`src/design/minibyte_pkg.sv`:
```
//----------------------------------------------------------------------
// Shared types and constants for the minibyte accumulator processor.
// Holds the bus widths, the opcode map, the sequencer states, the ALU
// operations and the control word passed from sequencer to datapath.
// Modules pull these in with a wildcard import in their header.
//----------------------------------------------------------------------
package minibyte_pkg;

    // Bus sizes
    localparam int DATA_W    = 8;
    localparam int ADDR_W    = 8;
    localparam int MEM_DEPTH = 256;

    typedef logic [DATA_W-1:0] data_t;
    typedef logic [ADDR_W-1:0] addr_t;

    // First instruction fetched after reset
    localparam addr_t RESET_PC = 8'h00;

    //------------------------------------------------------------------
    // Instruction codes
    //------------------------------------------------------------------
    typedef enum logic [7:0] {
        NOP     = 8'd0,
        LDA_IMM = 8'd1,
        LDA_DIR = 8'd2,
        STA_IMM = 8'd3,
        STA_DIR = 8'd4,
        ADD_IMM = 8'd5,
        ADD_DIR = 8'd6,
        SUB_IMM = 8'd7,
        SUB_DIR = 8'd8,
        AND_IMM = 8'd9,
        AND_DIR = 8'd10,
        OR_IMM  = 8'd11,
        OR_DIR  = 8'd12,
        XOR_IMM = 8'd13,
        XOR_DIR = 8'd14
    } opcode_t;

    // ALU operation select
    typedef enum logic [2:0] {
        PASS_A = 3'd0,
        PASS_B = 3'd1,
        ADD    = 3'd2,
        SUB    = 3'd3,
        AND    = 3'd4,
        OR     = 3'd5,
        XOR    = 3'd6
    } alu_op_t;

    // Memory address source
    typedef enum logic {
        SEL_PC = 1'b0,
        SEL_M  = 1'b1
    } addr_sel_t;

    //------------------------------------------------------------------
    // Sequencer states
    //------------------------------------------------------------------
    typedef enum logic [3:0] {
        RESET, PC_INC,
        FETCH_0, FETCH_1, FETCH_2, DECODE,
        OPER_0, OPER_1,
        DIR_0, DIR_1, DIR_2, DIR_3,
        STA_0, STA_1, STA_2, STA_3
    } state_t;

    // Control word, one per sequencer state
    typedef struct packed {
        logic      set_a;
        logic      set_m;
        logic      set_ir;
        logic      inc_pc;
        addr_sel_t addr_sel;
        alu_op_t   alu_op;
        logic      write;
    } ctrl_t;

    // No strobes, PC on the address, memory data through the ALU
    localparam ctrl_t CTRL_IDLE = '{
        set_a: 1'b0, set_m: 1'b0, set_ir: 1'b0, inc_pc: 1'b0,
        addr_sel: SEL_PC, alu_op: PASS_B, write: 1'b0
    };

endpackage

```
`src/design/minibyte_alu.sv`:
```
//----------------------------------------------------------------------
// Combinational ALU. Operand a is the accumulator and b the memory
// read data; the result feeds the accumulator and the write data bus.
//----------------------------------------------------------------------
module minibyte_alu
    import minibyte_pkg::*;
(
    input  data_t   a,
    input  data_t   b,
    input  alu_op_t op,
    output data_t   result
);

    data_t sum;
    data_t diff;

    // Both wrap modulo 256
    assign sum  = a + b;
    assign diff = a - b;

    always_comb begin
        case (op)
            PASS_A: begin
                result = a;
            end
            PASS_B: begin
                result = b;
            end
            ADD: begin
                result = sum;
            end
            SUB: begin
                result = diff;
            end
            AND: begin
                result = a & b;
            end
            OR: begin
                result = a | b;
            end
            XOR: begin
                result = a ^ b;
            end
            default: begin
                result = b;
            end
        endcase
    end

endmodule

```
`src/design/minibyte_control.sv`:
```
//----------------------------------------------------------------------
// Instruction sequencer. A registered state walks fetch, decode and
// one of the immediate, direct or store chains; each state maps to a
// fixed control word for the datapath. The ALU operation of the
// immediate and direct chains comes from the opcode held in IR.
//----------------------------------------------------------------------
module minibyte_control
    import minibyte_pkg::*;
(
    input  logic    clk_in,
    input  logic    rst_in,
    input  opcode_t ir_op,
    output ctrl_t   ctrl
);

    state_t  state;
    state_t  next_state;
    alu_op_t op_alu;

    // ALU operation of an LDA or ALU-form opcode
    function automatic alu_op_t alu_op_for(input opcode_t op);
        case (op)
            ADD_IMM, ADD_DIR: alu_op_for = ADD;
            SUB_IMM, SUB_DIR: alu_op_for = SUB;
            AND_IMM, AND_DIR: alu_op_for = AND;
            OR_IMM,  OR_DIR:  alu_op_for = OR;
            XOR_IMM, XOR_DIR: alu_op_for = XOR;
            default:          alu_op_for = PASS_B;
        endcase
    endfunction

    assign op_alu = alu_op_for(ir_op);

    //------------------------------------------------------------------
    // State register
    //------------------------------------------------------------------
    always_ff @(posedge clk_in or negedge rst_in) begin
        if (!rst_in) begin
            state <= RESET;
        end else begin
            state <= next_state;
        end
    end

    //------------------------------------------------------------------
    // Next state
    //------------------------------------------------------------------
    always_comb begin
        case (state)
            RESET:   next_state = FETCH_0;
            PC_INC:  next_state = FETCH_0;
            FETCH_0: next_state = FETCH_1;
            FETCH_1: next_state = FETCH_2;
            FETCH_2: next_state = DECODE;
            DECODE: begin
                case (ir_op)
                    LDA_IMM, ADD_IMM, SUB_IMM, AND_IMM, OR_IMM, XOR_IMM: begin
                        next_state = OPER_0;
                    end
                    LDA_DIR, ADD_DIR, SUB_DIR, AND_DIR, OR_DIR, XOR_DIR: begin
                        next_state = DIR_0;
                    end
                    STA_IMM: begin
                        next_state = STA_0;
                    end
                    // NOP, STA_DIR and anything unknown
                    default: begin
                        next_state = FETCH_0;
                    end
                endcase
            end
            OPER_0:  next_state = OPER_1;
            OPER_1:  next_state = PC_INC;
            DIR_0:   next_state = DIR_1;
            DIR_1:   next_state = DIR_2;
            DIR_2:   next_state = DIR_3;
            DIR_3:   next_state = PC_INC;
            STA_0:   next_state = STA_1;
            STA_1:   next_state = STA_2;
            STA_2:   next_state = STA_3;
            STA_3:   next_state = PC_INC;
            default: next_state = PC_INC;
        endcase
    end

    //------------------------------------------------------------------
    // Control word per state
    //------------------------------------------------------------------
    always_comb begin
        ctrl = CTRL_IDLE;
        case (state)
            PC_INC: begin
                ctrl.inc_pc = 1'b1;
            end
            FETCH_1: begin
                ctrl.set_ir = 1'b1;
            end
            FETCH_2: begin
                ctrl.inc_pc = 1'b1;
            end
            // Immediate operand sits at PC
            OPER_0: begin
                ctrl.alu_op = op_alu;
            end
            OPER_1: begin
                ctrl.alu_op = op_alu;
                ctrl.set_a  = 1'b1;
            end
            // Operand byte is an address, latch it in M
            DIR_1: begin
                ctrl.set_m = 1'b1;
            end
            DIR_2: begin
                ctrl.addr_sel = SEL_M;
                ctrl.alu_op   = op_alu;
            end
            DIR_3: begin
                ctrl.addr_sel = SEL_M;
                ctrl.alu_op   = op_alu;
                ctrl.set_a    = 1'b1;
            end
            STA_1: begin
                ctrl.set_m = 1'b1;
            end
            // Store A at M, held for two cycles
            STA_2, STA_3: begin
                ctrl.addr_sel = SEL_M;
                ctrl.alu_op   = PASS_A;
                ctrl.write    = 1'b1;
            end
            default: begin
                ctrl = CTRL_IDLE;
            end
        endcase
    end

    //------------------------------------------------------------------
    // Checks
    //------------------------------------------------------------------
    a_write_at_m: assert property (
        @(posedge clk_in) disable iff (!rst_in)
        ctrl.write |-> ctrl.addr_sel == SEL_M
    ) else $error("write strobe with PC on the address");

endmodule

```
`src/design/minibyte_datapath.sv`:
```
//----------------------------------------------------------------------
// Datapath with the accumulator A, address register M, program
// counter PC and instruction register IR. Drives the memory bus from
// the control word; read data must be valid in the same cycle.
//----------------------------------------------------------------------
module minibyte_datapath
    import minibyte_pkg::*;
(
    input  logic    clk_in,
    input  logic    rst_in,
    input  ctrl_t   ctrl,
    input  data_t   mem_rdata,
    output opcode_t ir_op,
    output addr_t   mem_addr,
    output data_t   mem_wdata,
    output logic    mem_we
);

    data_t a_q;
    addr_t m_q;
    addr_t pc_q;
    data_t ir_q;
    data_t alu_result;

    //------------------------------------------------------------------
    // ALU, memory data on the b side
    //------------------------------------------------------------------
    minibyte_alu minibyte_alu_inst (
        .a      (a_q),
        .b      (mem_rdata),
        .op     (ctrl.alu_op),
        .result (alu_result)
    );

    // Accumulator
    always_ff @(posedge clk_in or negedge rst_in) begin
        if (!rst_in) begin
            a_q <= '0;
        end else if (ctrl.set_a) begin
            a_q <= alu_result;
        end
    end

    // Address register, loaded from an operand byte
    always_ff @(posedge clk_in or negedge rst_in) begin
        if (!rst_in) begin
            m_q <= '0;
        end else if (ctrl.set_m) begin
            m_q <= addr_t'(mem_rdata);
        end
    end

    // Program counter
    always_ff @(posedge clk_in or negedge rst_in) begin
        if (!rst_in) begin
            pc_q <= RESET_PC;
        end else if (ctrl.inc_pc) begin
            pc_q <= pc_q + addr_t'(1);
        end
    end

    // Instruction register
    always_ff @(posedge clk_in or negedge rst_in) begin
        if (!rst_in) begin
            ir_q <= '0;
        end else if (ctrl.set_ir) begin
            ir_q <= mem_rdata;
        end
    end

    // Unknown codes pass through and decode as NOP
    assign ir_op = opcode_t'(ir_q);

    //------------------------------------------------------------------
    // Memory bus
    //------------------------------------------------------------------
    assign mem_addr  = (ctrl.addr_sel == SEL_M) ? m_q : pc_q;
    assign mem_wdata = alu_result;
    assign mem_we    = ctrl.write;

    a_single_load: assert property (
        @(posedge clk_in) disable iff (!rst_in)
        !(ctrl.set_a && ctrl.set_m)
    ) else $error("A and M loaded in the same cycle");

endmodule

```
`src/design/minibyte_top.sv`:
```
//----------------------------------------------------------------------
// Processor top level. Joins the sequencer to the datapath and brings
// out the single-cycle memory bus; memory sits outside this block.
//----------------------------------------------------------------------
module minibyte_top
    import minibyte_pkg::*;
(
    input  logic  clk_in,
    input  logic  rst_in,
    input  data_t mem_rdata,
    output addr_t mem_addr,
    output data_t mem_wdata,
    output logic  mem_we
);

    ctrl_t   ctrl;
    opcode_t ir_op;

    // Sequencer
    minibyte_control minibyte_control_inst (
        .clk_in (clk_in),
        .rst_in (rst_in),
        .ir_op  (ir_op),
        .ctrl   (ctrl)
    );

    // Registers, ALU and bus drivers
    minibyte_datapath minibyte_datapath_inst (
        .clk_in    (clk_in),
        .rst_in    (rst_in),
        .ctrl      (ctrl),
        .mem_rdata (mem_rdata),
        .ir_op     (ir_op),
        .mem_addr  (mem_addr),
        .mem_wdata (mem_wdata),
        .mem_we    (mem_we)
    );

endmodule

```
`config.mk`:
```
export PLATFORM = sky130hd
export DESIGN_NAME = minibyte_top
export DESIGN_NICKNAME = d
export VERILOG_FILES = /design/src/design/minibyte_pkg.sv /design/src/design/minibyte_alu.sv /design/src/design/minibyte_control.sv /design/src/design/minibyte_datapath.sv /design/src/design/minibyte_top.sv
export SDC_FILE = /design/constraint.sdc
export NUM_CORES = 1
export LEC_CHECK = 0
export ABC_CLOCK_PERIOD_IN_PS = 3020
export BUFFER_PORTS_ARGS = -buffer_cell sky130_fd_sc_hd__buf_4
export CAP_MARGIN = 20
export CELL_PAD_IN_SITES_DETAIL_PLACEMENT = 1
export CELL_PAD_IN_SITES_GLOBAL_PLACEMENT = 1
export CORE_ASPECT_RATIO = 0.8
export CORE_MARGIN = 1
export CORE_UTILIZATION = 43
export DETAILED_ROUTE_END_ITERATION = 10
export PLACE_DENSITY = 0.81
export SETUP_SLACK_MARGIN = 0.2
export SLEW_MARGIN = 20
export SYNTH_ARGS = -nofsm -noshare
export SYNTH_HDL_FRONTEND = slang
export SYNTH_HIERARCHICAL = 1
export SYNTH_SLANG_ARGS = --single-unit
```
`constraint.sdc`:
```
create_clock -name clk_in -period 3.02 [get_ports clk_in]
set_clock_uncertainty 0.05 [all_clocks]
set_input_delay 0.302 -clock clk_in [delete_from_list [all_inputs] [get_ports clk_in]]
set_output_delay 0.302 -clock clk_in [all_outputs]
set_load 0.05 [all_outputs]
```
==> flow_metrics.tcl, run 1 <==
set metrics [dict create \
    run_status "finished, violations left" \
    violations "setup timing" \
    h-tree-depth 2 \
    crit_path_end_kind "output port" \
    drv_slew 0 \
    coreArea_um2 6510 \
    synth_area_leaders "dfrtp_1 (31%), mux2_2 (13%), ha_1 (13%)" \
    grtUsageTotal_pct 30.6 \
    cap_violations 0 \
    routed_wl_mm 12.2 \
    synth_commonest_cells "dfrtp_1 (36), mux2_2 (35), ha_1 (30)" \
    fin_area_um2 4140 \
    clk_pin_slew_ns 0.09 \
    placed_area_um2 3510 \
    syn_inst 297 \
    vias 2823 \
    fin_ws_ns -1.23 \
    cts_tree "yes" \
    gp_congestion 0.926 \
    grt_max_degree 37 \
    grt_pass1_vias 2900 \
    fin_cells 459 \
    p_per_area_nw_per_um2 982 \
    numCtsBuffers 5 \
    die-area_um2 7170 \
    setup_viol 15 \
    leakage_uw 0.00193 \
    p_total_uw 4060 \
    synth_area_um2 2940 \
    overflow 0 \
    drt-initial-drc-count 196 \
    die_h_um 76.0 \
    grt_pass1_wl_mm 16.4 \
    postSynthAreaPerCell_um2 9.90 \
    timing.fmax_mhz 235 \
    cpPeakStageDelay_ns 0.42 \
    die_w_um 94.5 \
    hold_path_class "primary input to flop" \
    clock_sinks 36 \
    peakVddDrop_v 0.000578 \
    fin_crit_sh_pct 141 \
    path_buf_inv 4 \
    yosysTopAreaCell "dfrtp_1" \
    rows 26 \
    synth_top_area_share_pct 30.6 \
    crit_family "compound AO/OA/AOI/OAI gates" \
    hold_viol 0 \
    whs_ns 0.273 \
    layout-drive-gt1-share_pct 50.7 \
    cp_data_arrival_time_ns 3.90 \
    routedWlPerCell_um 26.5 \
    syn2layout_area_growth_pct 40.8 \
    fin_nets 415 \
    antenna_left 0 \
    async_flop_share_pct 100 \
    cp_max_fo 4 \
    drt_first_pass_iters 4 \
    cp.required_ns 2.67 \
    period_needed_ns 4.25 \
    dp_cells 424 \
    io_buffers 26 \
    yosysWarnings 6 \
    ys_ff_latch 36 \
    ioPinCount 27 \
    yosysSeqAreaShare_pct 30.6 \
    criticalPathCategory "flop to output port" \
    tightest_slew_ns 0.909 \
    dp_hpwl_mm 6.55 \
    rsz0062_at_grt "yes" \
    clockBufferDepth 2 \
    drcViolationCount 0 \
    syn_nets 338 \
    antenna_found_initial 0 \
    synth_top_flop_cell "dfrtp_1" \
    clkLatencyLatePin_ns 0.30 \
    synth-edff-count 0 \
    diodes 0 \
    cp_cell_sequence "inv_2 > ha_4 > o21a_1 > buf_6 > nand4_1 > o31a_1 > inv_2 > nor3_4 > nor2_2 > xnor2_1 > ha_1 > nor2b_4 > o21ai_2 > nand2b_1 > a2111oi_4 > a31oi_4 > o21ai_4 > buf_6" \
    critPathLaunchType "flop" \
    initial_utilization_pct 45.2 \
    synth_most_common_cell "dfrtp_1" \
    clock-root-buffer "clkbuf_8" \
    synth.distinct_cells 54 \
    utilization_pct 63.6 \
    critPathSlowestCell "dfrtp_1" \
    vias_per_cell 6.15 \
    max_slew_margin_pct 39.2 \
    n_fill_cell 690 \
]
cells by family (layout without fill, tap and decap cells):
family | after synthesis | count (layout) | synth area share (%)
AO/OA/AOI/OAI | 57 | 57 | 13.2
XOR/XNOR | 21 | 21 | 6.51
adder cells (fa/ha/maj) | 31 | 31 | 13.4
buffers and inverters | 44 | 122 | 6.72
flip-flops | 36 | 36 | 30.6
multiplexers | 43 | 43 | 17.3
AND/OR/NAND/NOR | 65 | 65 | 12.2
per-layer routing:
layer / wire, um / share of wire (%) / track usage, % / up-vias
met5: 0 / 0 / 0 / -
met4: 563 / 4.6 / 12.6 / 0
met3: 818 / 6.7 / 5.52 / 53
met2: 5730 / 47 / 49.0 / 137
met1: 5040 / 41 / 40.4 / 1424
li1: - / - / - / 1209
layout by cell type, fill, tap and decap left out, drive strengths merged, types with 4 or more instances in the layout:
master	netlist	layout
buf	15	85
dfrtp	36	36
mux2	36	36
ha	30	30
inv	27	27
nand2	18	18
o21ai	14	14
xnor2	14	14
nor2	13	13
a21oi	10	10
xor2	7	7
nand3	7	7
clkbuf	2	5
mux2i	5	5
nor2b	5	5
nand4	5	5
nor3	5	5
a31oi	4	4
metrics by stage:
stage / setup TNS [ns] / worst slack, ns
finish: -12.59 / -1.23
global route: -13.69 / -1.33
CTS: -8.82 / -0.936
detailed placement: -6.64 / -0.684
global placement: -4.21 / -0.527
floorplan: -4.08 / -0.474
final cells by class:
type                            count  area (um^2)  share of cell area, %
Multi-Input combinational cell    217         2180                   52.6
Sequential cell                    36          901                   21.8
Timing Repair Buffer               87          769                   18.6
Tap cell                           84          105                   2.54
Inverter                           27          101                   2.45
Clock buffer                        5         68.8                   1.66
Clock inverter                      3         18.8                  0.453
report_power, final:
group	leakage [uW]	total [uW]	switching (uW)	internal, uW
combinational	0.00143	2710	1440	1280
sequential	0.000451	977	287	690
clock	0.0000479	373	211	162
sequential cells by signal, indices dropped and copies added (netlist names):
| signal | cells |
|---|---|
| minibyte_datapath_inst/a_q | 8 |
| minibyte_datapath_inst/m_q | 8 |
| minibyte_datapath_inst/pc_q | 8 |
| minibyte_control_inst/state | 4 |
| minibyte_datapath_inst/ir_op | 8 |
worst paths after layout:
| kind | cells after the start | startpoint | slack [ns] | end |
|---|---|---|---|---|
| setup reg to reg | 25 | minibyte_datapath_inst/ir_op[0] | -0.93 | minibyte_datapath_inst/a_q[4] |
| max in group asynchronous | 2 | rst_in | 2.11 | minibyte_datapath_inst/pc_q[1] |
| min in group asynchronous | 2 | rst_in | 0.46 | minibyte_datapath_inst/ir_op[3] |
| setup / recovery | 18 | minibyte_datapath_inst/ir_op[0] | -1.23 | mem_wdata[6] |
| hold / removal | 2 | mem_rdata[6] | 0.27 | minibyte_datapath_inst/m_q[6] |
| hold reg to reg | 1 | minibyte_datapath_inst/pc_q[6] | 0.46 | minibyte_datapath_inst/pc_q[6] |
what timing repair did:
item | in CTS | in global routing
endpoints found under the hold margin | 36 | 0
pin swaps | 19 | 14
hold buffers | 1 | 0
resized for setup | 25 | 39
setup endpoints to repair | 15 | 16
setup buffers | 19 | 6
gates cloned | 1 | 0
Power figures use the tool's default switching activity.
==> run 2, diff against run 1 <==
CORE_UTILIZATION = 30   (was 43)
PLACE_DENSITY = 0.62   (was 0.81)
SETUP_SLACK_MARGIN = 0.1   (was 0.2)
==> flow_metrics.tcl, run 2 (synthesized netlist as in run 1, its figures left out) <==
set metrics [dict create \
    run_status "finished, violations left" \
    violations "setup timing" \
    placed_area_um2 3530 \
    cp_data_arrival_time_ns 3.60 \
    fin_ws_ns -0.929 \
    period_needed_ns 3.95 \
    vias 2501 \
    whs_ns 0.280 \
    clockBufferDepth 2 \
    crit_path_end_kind "output port" \
    initial_utilization_pct 31.7 \
    rows 31 \
    grt_pass1_wl_mm 13.7 \
    drt_first_pass_iters 4 \
    routed_wl_mm 8.85 \
    grt_pass1_vias 2565 \
    cap_violations 0 \
    cp.required_ns 2.67 \
    critPathLaunchType "flop" \
    drv_slew 0 \
    antenna_found_initial 0 \
    clock_sinks 36 \
    numCtsBuffers 5 \
    fin_crit_sh_pct 131 \
    die_w_um 113 \
    n_fill_cell 1007 \
    h-tree-depth 2 \
    hold_viol 0 \
    dp_slack_ns -0.636 \
    timing.fmax_mhz 253 \
    overflow 0 \
    die_h_um 90.6 \
    criticalPathCategory "flop to output port" \
    cts_tree "yes" \
    peakVddDrop_v 0.000579 \
    clock-root-buffer "clkbuf_16" \
    drt-initial-drc-count 42 \
    routedWlPerCell_um 18.2 \
    io_buffers 26 \
    diodes 0 \
    drcViolationCount 0 \
    layout-drive-gt1-share_pct 47.8 \
    leakage_uw 0.00194 \
    setup_viol 14 \
    dp_hpwl_mm 5.90 \
    fin_area_um2 4220 \
    fin_nets 412 \
    vias_per_cell 5.14 \
    clkLatencyLatePin_ns 0.28 \
    hold_path_class "primary input to flop" \
    layout.cells.most_common_list "buf_4 (66), dfrtp_1 (36), mux2_2 (27), ha_1 (26), inv_1 (22)" \
    cp_max_fo 4 \
    reg2reg_slack_ns -0.68 \
    syn2layout_area_growth_pct 43.6 \
    rsz0062_at_grt "yes" \
    gp_congestion 0.832 \
    die-area_um2 10200 \
    max_slew_margin_pct 48.2 \
    grt_max_degree 37 \
    grtUsageTotal_pct 17.3 \
    antenna_left 0 \
    utilization_pct 45.5 \
    tightest_slew_ns 0.775 \
    clk_pin_slew_ns 0.06 \
    p_per_area_nw_per_um2 933 \
    ioPinCount 27 \
    final_common_cell "buf_4" \
    coreArea_um2 9270 \
]
==> run 2: changes by cell type in the layout (fill, tap and decap cells not counted), moves of 2 or more <==
cell	before	now
ha_2	2	0
inv_2	6	4
nor2_2	4	2
nor2_1	7	10
a21oi_2	4	2
clkbuf_16	0	5
clkbuf_8	5	0
nand3_2	2	0
nand3_1	5	7
==> run 2: worst paths after layout <==
kind | to | start | depth (start not counted)
setup / recovery | mem_wdata[5] | minibyte_datapath_inst/ir_op[0] | 19
hold / removal | minibyte_datapath_inst/m_q[7] | mem_rdata[7] | 2
setup reg to reg | minibyte_datapath_inst/a_q[5] | minibyte_datapath_inst/ir_op[0] | 20
hold reg to reg | minibyte_datapath_inst/pc_q[7] | minibyte_datapath_inst/pc_q[7] | 1
max in group asynchronous | minibyte_datapath_inst/ir_op[0] | rst_in | 2
min in group asynchronous | minibyte_datapath_inst/ir_op[3] | rst_in | 2
==> run 2: critical path: stages, from the launching register on <==
cell      delay, ns
dfrtp_1        0.36
inv_2          0.07
buf_4          0.15
ha_4           0.16
nor3b_2        0.15
a21oi_1        0.06
nor2_1         0.20
inv_2          0.09
nor3_4         0.31
buf_4          0.17
buf_6          0.09
nor2_1         0.05
xnor2_1        0.13
ha_1           0.30
buf_4          0.19
a31oi_4        0.20
xor2_1         0.20
o221ai_1       0.12
o21a_2         0.16
buf_6          0.15
==> run 2: stage by stage <==
stage	setup TNS [ns]	power, uW	cells
after floorplan	-4.08	2260	297
after global placement	-4.52	2770	454
after detailed placement	-5.03	2830	454
after CTS	-6.62	3680	474
after global routing	-10.89	4210	487
final	-9.08	3940	487
==> run 2: repair_timing <==
action,in CTS,in global routing
pin swaps,13,26
cloned,1,0
hold buffers,1,0
resized for setup,23,34
hold endpoints to repair,36,0
endpoints found under the setup margin,15,15
setup buffers,10,17
==> run 2: layout make-up <==
type	instances	area, um^2	area share (%)
clock buffer	5	125	2.96
clock inverter	3	42.5	1.01
inverter	27	109	2.58
multi-input combinational	217	2160	51.3
sequential	36	901	21.3
tap	115	144	3.41
timing repair buffer	84	736	17.4
==> run 2: power by group <==
part | internal, uW | switching [uW]
registers | 692 | 250
logic | 1200 | 1190
clock network | 388 | 213
total | 2280 | 1650
==> run 2: per-layer routing <==
layer | track usage [%] | part of all wire (%) | vias up
met5 | 0 | 0 | -
met4 | 3.11 | 1.9 | 0
met3 | 2.42 | 2.3 | 14
met2 | 27.6 | 46 | 35
met1 | 24.9 | 50 | 1254
li1 | - | - | 1198
==> run 3, diff against run 2 <==
CORE_MARGIN = 8   (was 1)
MAX_ROUTING_LAYER = met4   (was not set)
==> flow_metrics.tcl, run 3 (synthesized netlist as in run 1, its figures left out) <==
set metrics [dict create \
    syn2layout_area_growth_pct 35.4 \
    grt_pass1_vias 2669 \
    fin_ws_ns -0.844 \
    run_status "finished, violations left" \
    hold_path_class "primary input to flop" \
    n_fill_cell 1091 \
    vias 2440 \
    drv_slew 0 \
    vias_per_cell 5.07 \
    period_needed_ns 3.86 \
    ioPinCount 27 \
    p_per_area_nw_per_um2 920 \
    criticalPathCategory "flop to output port" \
    switchingPower_uw 1570 \
    overflow 0 \
    routedWlPerCell_um 17.6 \
    drt_first_pass_iters 4 \
    gp_congestion 0.809 \
    critPathSlowestCell "dfrtp_1" \
    cts_tree "yes" \
    cap_violations 0 \
    cp.required_ns 2.67 \
    die-area_um2 13200 \
    crit_path_end_kind "output port" \
    cp_cell_sequence "nor4_4 > buf_4 > a21oi_2 > o31a_1 > inv_2 > nor3_4 > or2_4 > xnor2_1 > ha_1 > o21ai_2 > nand2b_1 > a2111oi_4 > a31oi_2 > o21ai_4 > buf_6" \
    whs_ns 0.273 \
    clk_pin_slew_ns 0.06 \
    rsz0062_at_grt "yes" \
    swShare_pct 42.9 \
    critPathLaunchType "flop" \
    clkLatencyLatePin_ns 0.28 \
    leakage_uw 0.00185 \
    setup_viol 13 \
    peakVddDrop_v 0.000562 \
    io_buffers 26 \
    h-tree-depth 2 \
    dp_hpwl_mm 6.25 \
    hold_viol 0 \
    clockBufferDepth 2 \
    clock-root-buffer "clkbuf_16" \
    cpPeakStageDelay_ns 0.41 \
    internal-power_uw 2090 \
    antenna_found_initial 0 \
    clock_sinks 36 \
    grt_pass1_wl_mm 14.2 \
    die_w_um 127 \
    grtUsageTotal_pct 13.6 \
    tns_ns -7.41 \
    fin_crit_sh_pct 128 \
    violations "setup timing" \
    clkPwrFrac_pct 14.2 \
    grt_max_degree 37 \
    final_common_cell "buf_4" \
    p_total_uw 3660 \
    layout-drive-gt1-share_pct 44.5 \
    cp_max_fo 4 \
    multi_input_area_um2 2080 \
    p_seq_share_pct 25.3 \
    numCtsBuffers 5 \
    drcViolationCount 0 \
    fin_nets 402 \
    die_h_um 105 \
    antenna_left 0 \
    diodes 0 \
    routed_wl_mm 8.48 \
    pwr-share-comb_pct 60.5 \
    coreArea_um2 9610 \
    rows 32 \
    max_slew_margin_pct 67.2 \
    initial_utilization_pct 30.6 \
    drt-initial-drc-count 75 \
    cp_data_arrival_time_ns 3.51 \
    seqCellArea_um2 901 \
    timing.fmax_mhz 259 \
    tightest_slew_ns 0.492 \
    layout.cells.most_common_list "buf_4 (62), dfrtp_1 (36), ha_1 (29), mux2_2 (27), inv_1 (22)" \
]
## run 3: cell types whose count changed in the layout (fill, tap and decap cells not counted), moves of 2 or more
cell,before,now
ha_4,4,1
buf_6,14,9
xnor2_1,8,10
nor2_2,2,4
nor2_1,10,8
ha_1,26,29
buf_4,66,62
## run 3: cell type report
type / instances / area share, %
clock buffer: 5 / 3.14
multi-input combinational: 217 / 52.1
clock inverter: 3 / 0.471
tap: 119 / 3.74
timing repair buffer: 74 / 15.4
inverter: 27 / 2.54
sequential: 36 / 22.6
## run 3: metal layers
metal  track usage (%)  share of wire, %  vias up
met2              21.0                47       31
met3              2.03               1.9        9
li1                  -                 -     1182
met5                 -                 0        -
met4              3.98              0.81        0
met1              18.1                50     1218
## run 3: critical path, delay by kind of cell, from the launching register on
family                     cells  cell delay [ns]
DFF                            1             0.41
xor gates and xnor gates       1             0.13
AOI/OAI and AO/OA              6             1.07
adders and majority gates      1             0.39
buffers and inverters          3             0.44
and+or+nand+nor                4             0.78
## run 3: final timing paths
path	startpoint	end	slack (ns)	depth (start not counted)
max	minibyte_datapath_inst/ir_op[5]	mem_wdata[6]	-0.84	15
max reg2reg	minibyte_datapath_inst/ir_op[5]	minibyte_datapath_inst/a_q[6]	-0.53	16
max in group asynchronous	rst_in	minibyte_datapath_inst/m_q[1]	2.10	2
min	mem_rdata[7]	minibyte_datapath_inst/m_q[7]	0.27	2
min in group asynchronous	rst_in	minibyte_control_inst/state[0]	0.48	2
min reg2reg	minibyte_datapath_inst/pc_q[7]	minibyte_datapath_inst/pc_q[7]	0.41	1
## run 3: repair_timing
item / 4_1_cts / 5_1_grt
gates resized for setup: 16 / 23
hold endpoints to repair: 36 / 0
hold buffers: 1 / 0
pin swaps: 12 / 18
buffers inserted: 6 / 6
setup endpoints to repair: 15 / 15
## run 3: through the flow
step	utilization, %	worst slack [ns]	instances	area [um^2]
2_1_floorplan	-	-0.474	297	3040
3_3_place_gp	37.1	-0.566	461	3560
3_5_place_dp	37.1	-0.707	461	3560
4_1_cts	39.9	-0.882	476	3840
5_1_grt	41.4	-1.03	481	3980
6_report	41.4	-0.844	481	3980
## run 3: power by group through the flow
stage	Sequential [uW]	Clock (uW)	Combinational (uW)
6_report	928	521	2220
3_3_place_gp	929	0	1860
2_1_floorplan	861	0	1390
3_5_place_dp	939	0	1900
5_1_grt	968	562	2420
4_1_cts	931	543	2050
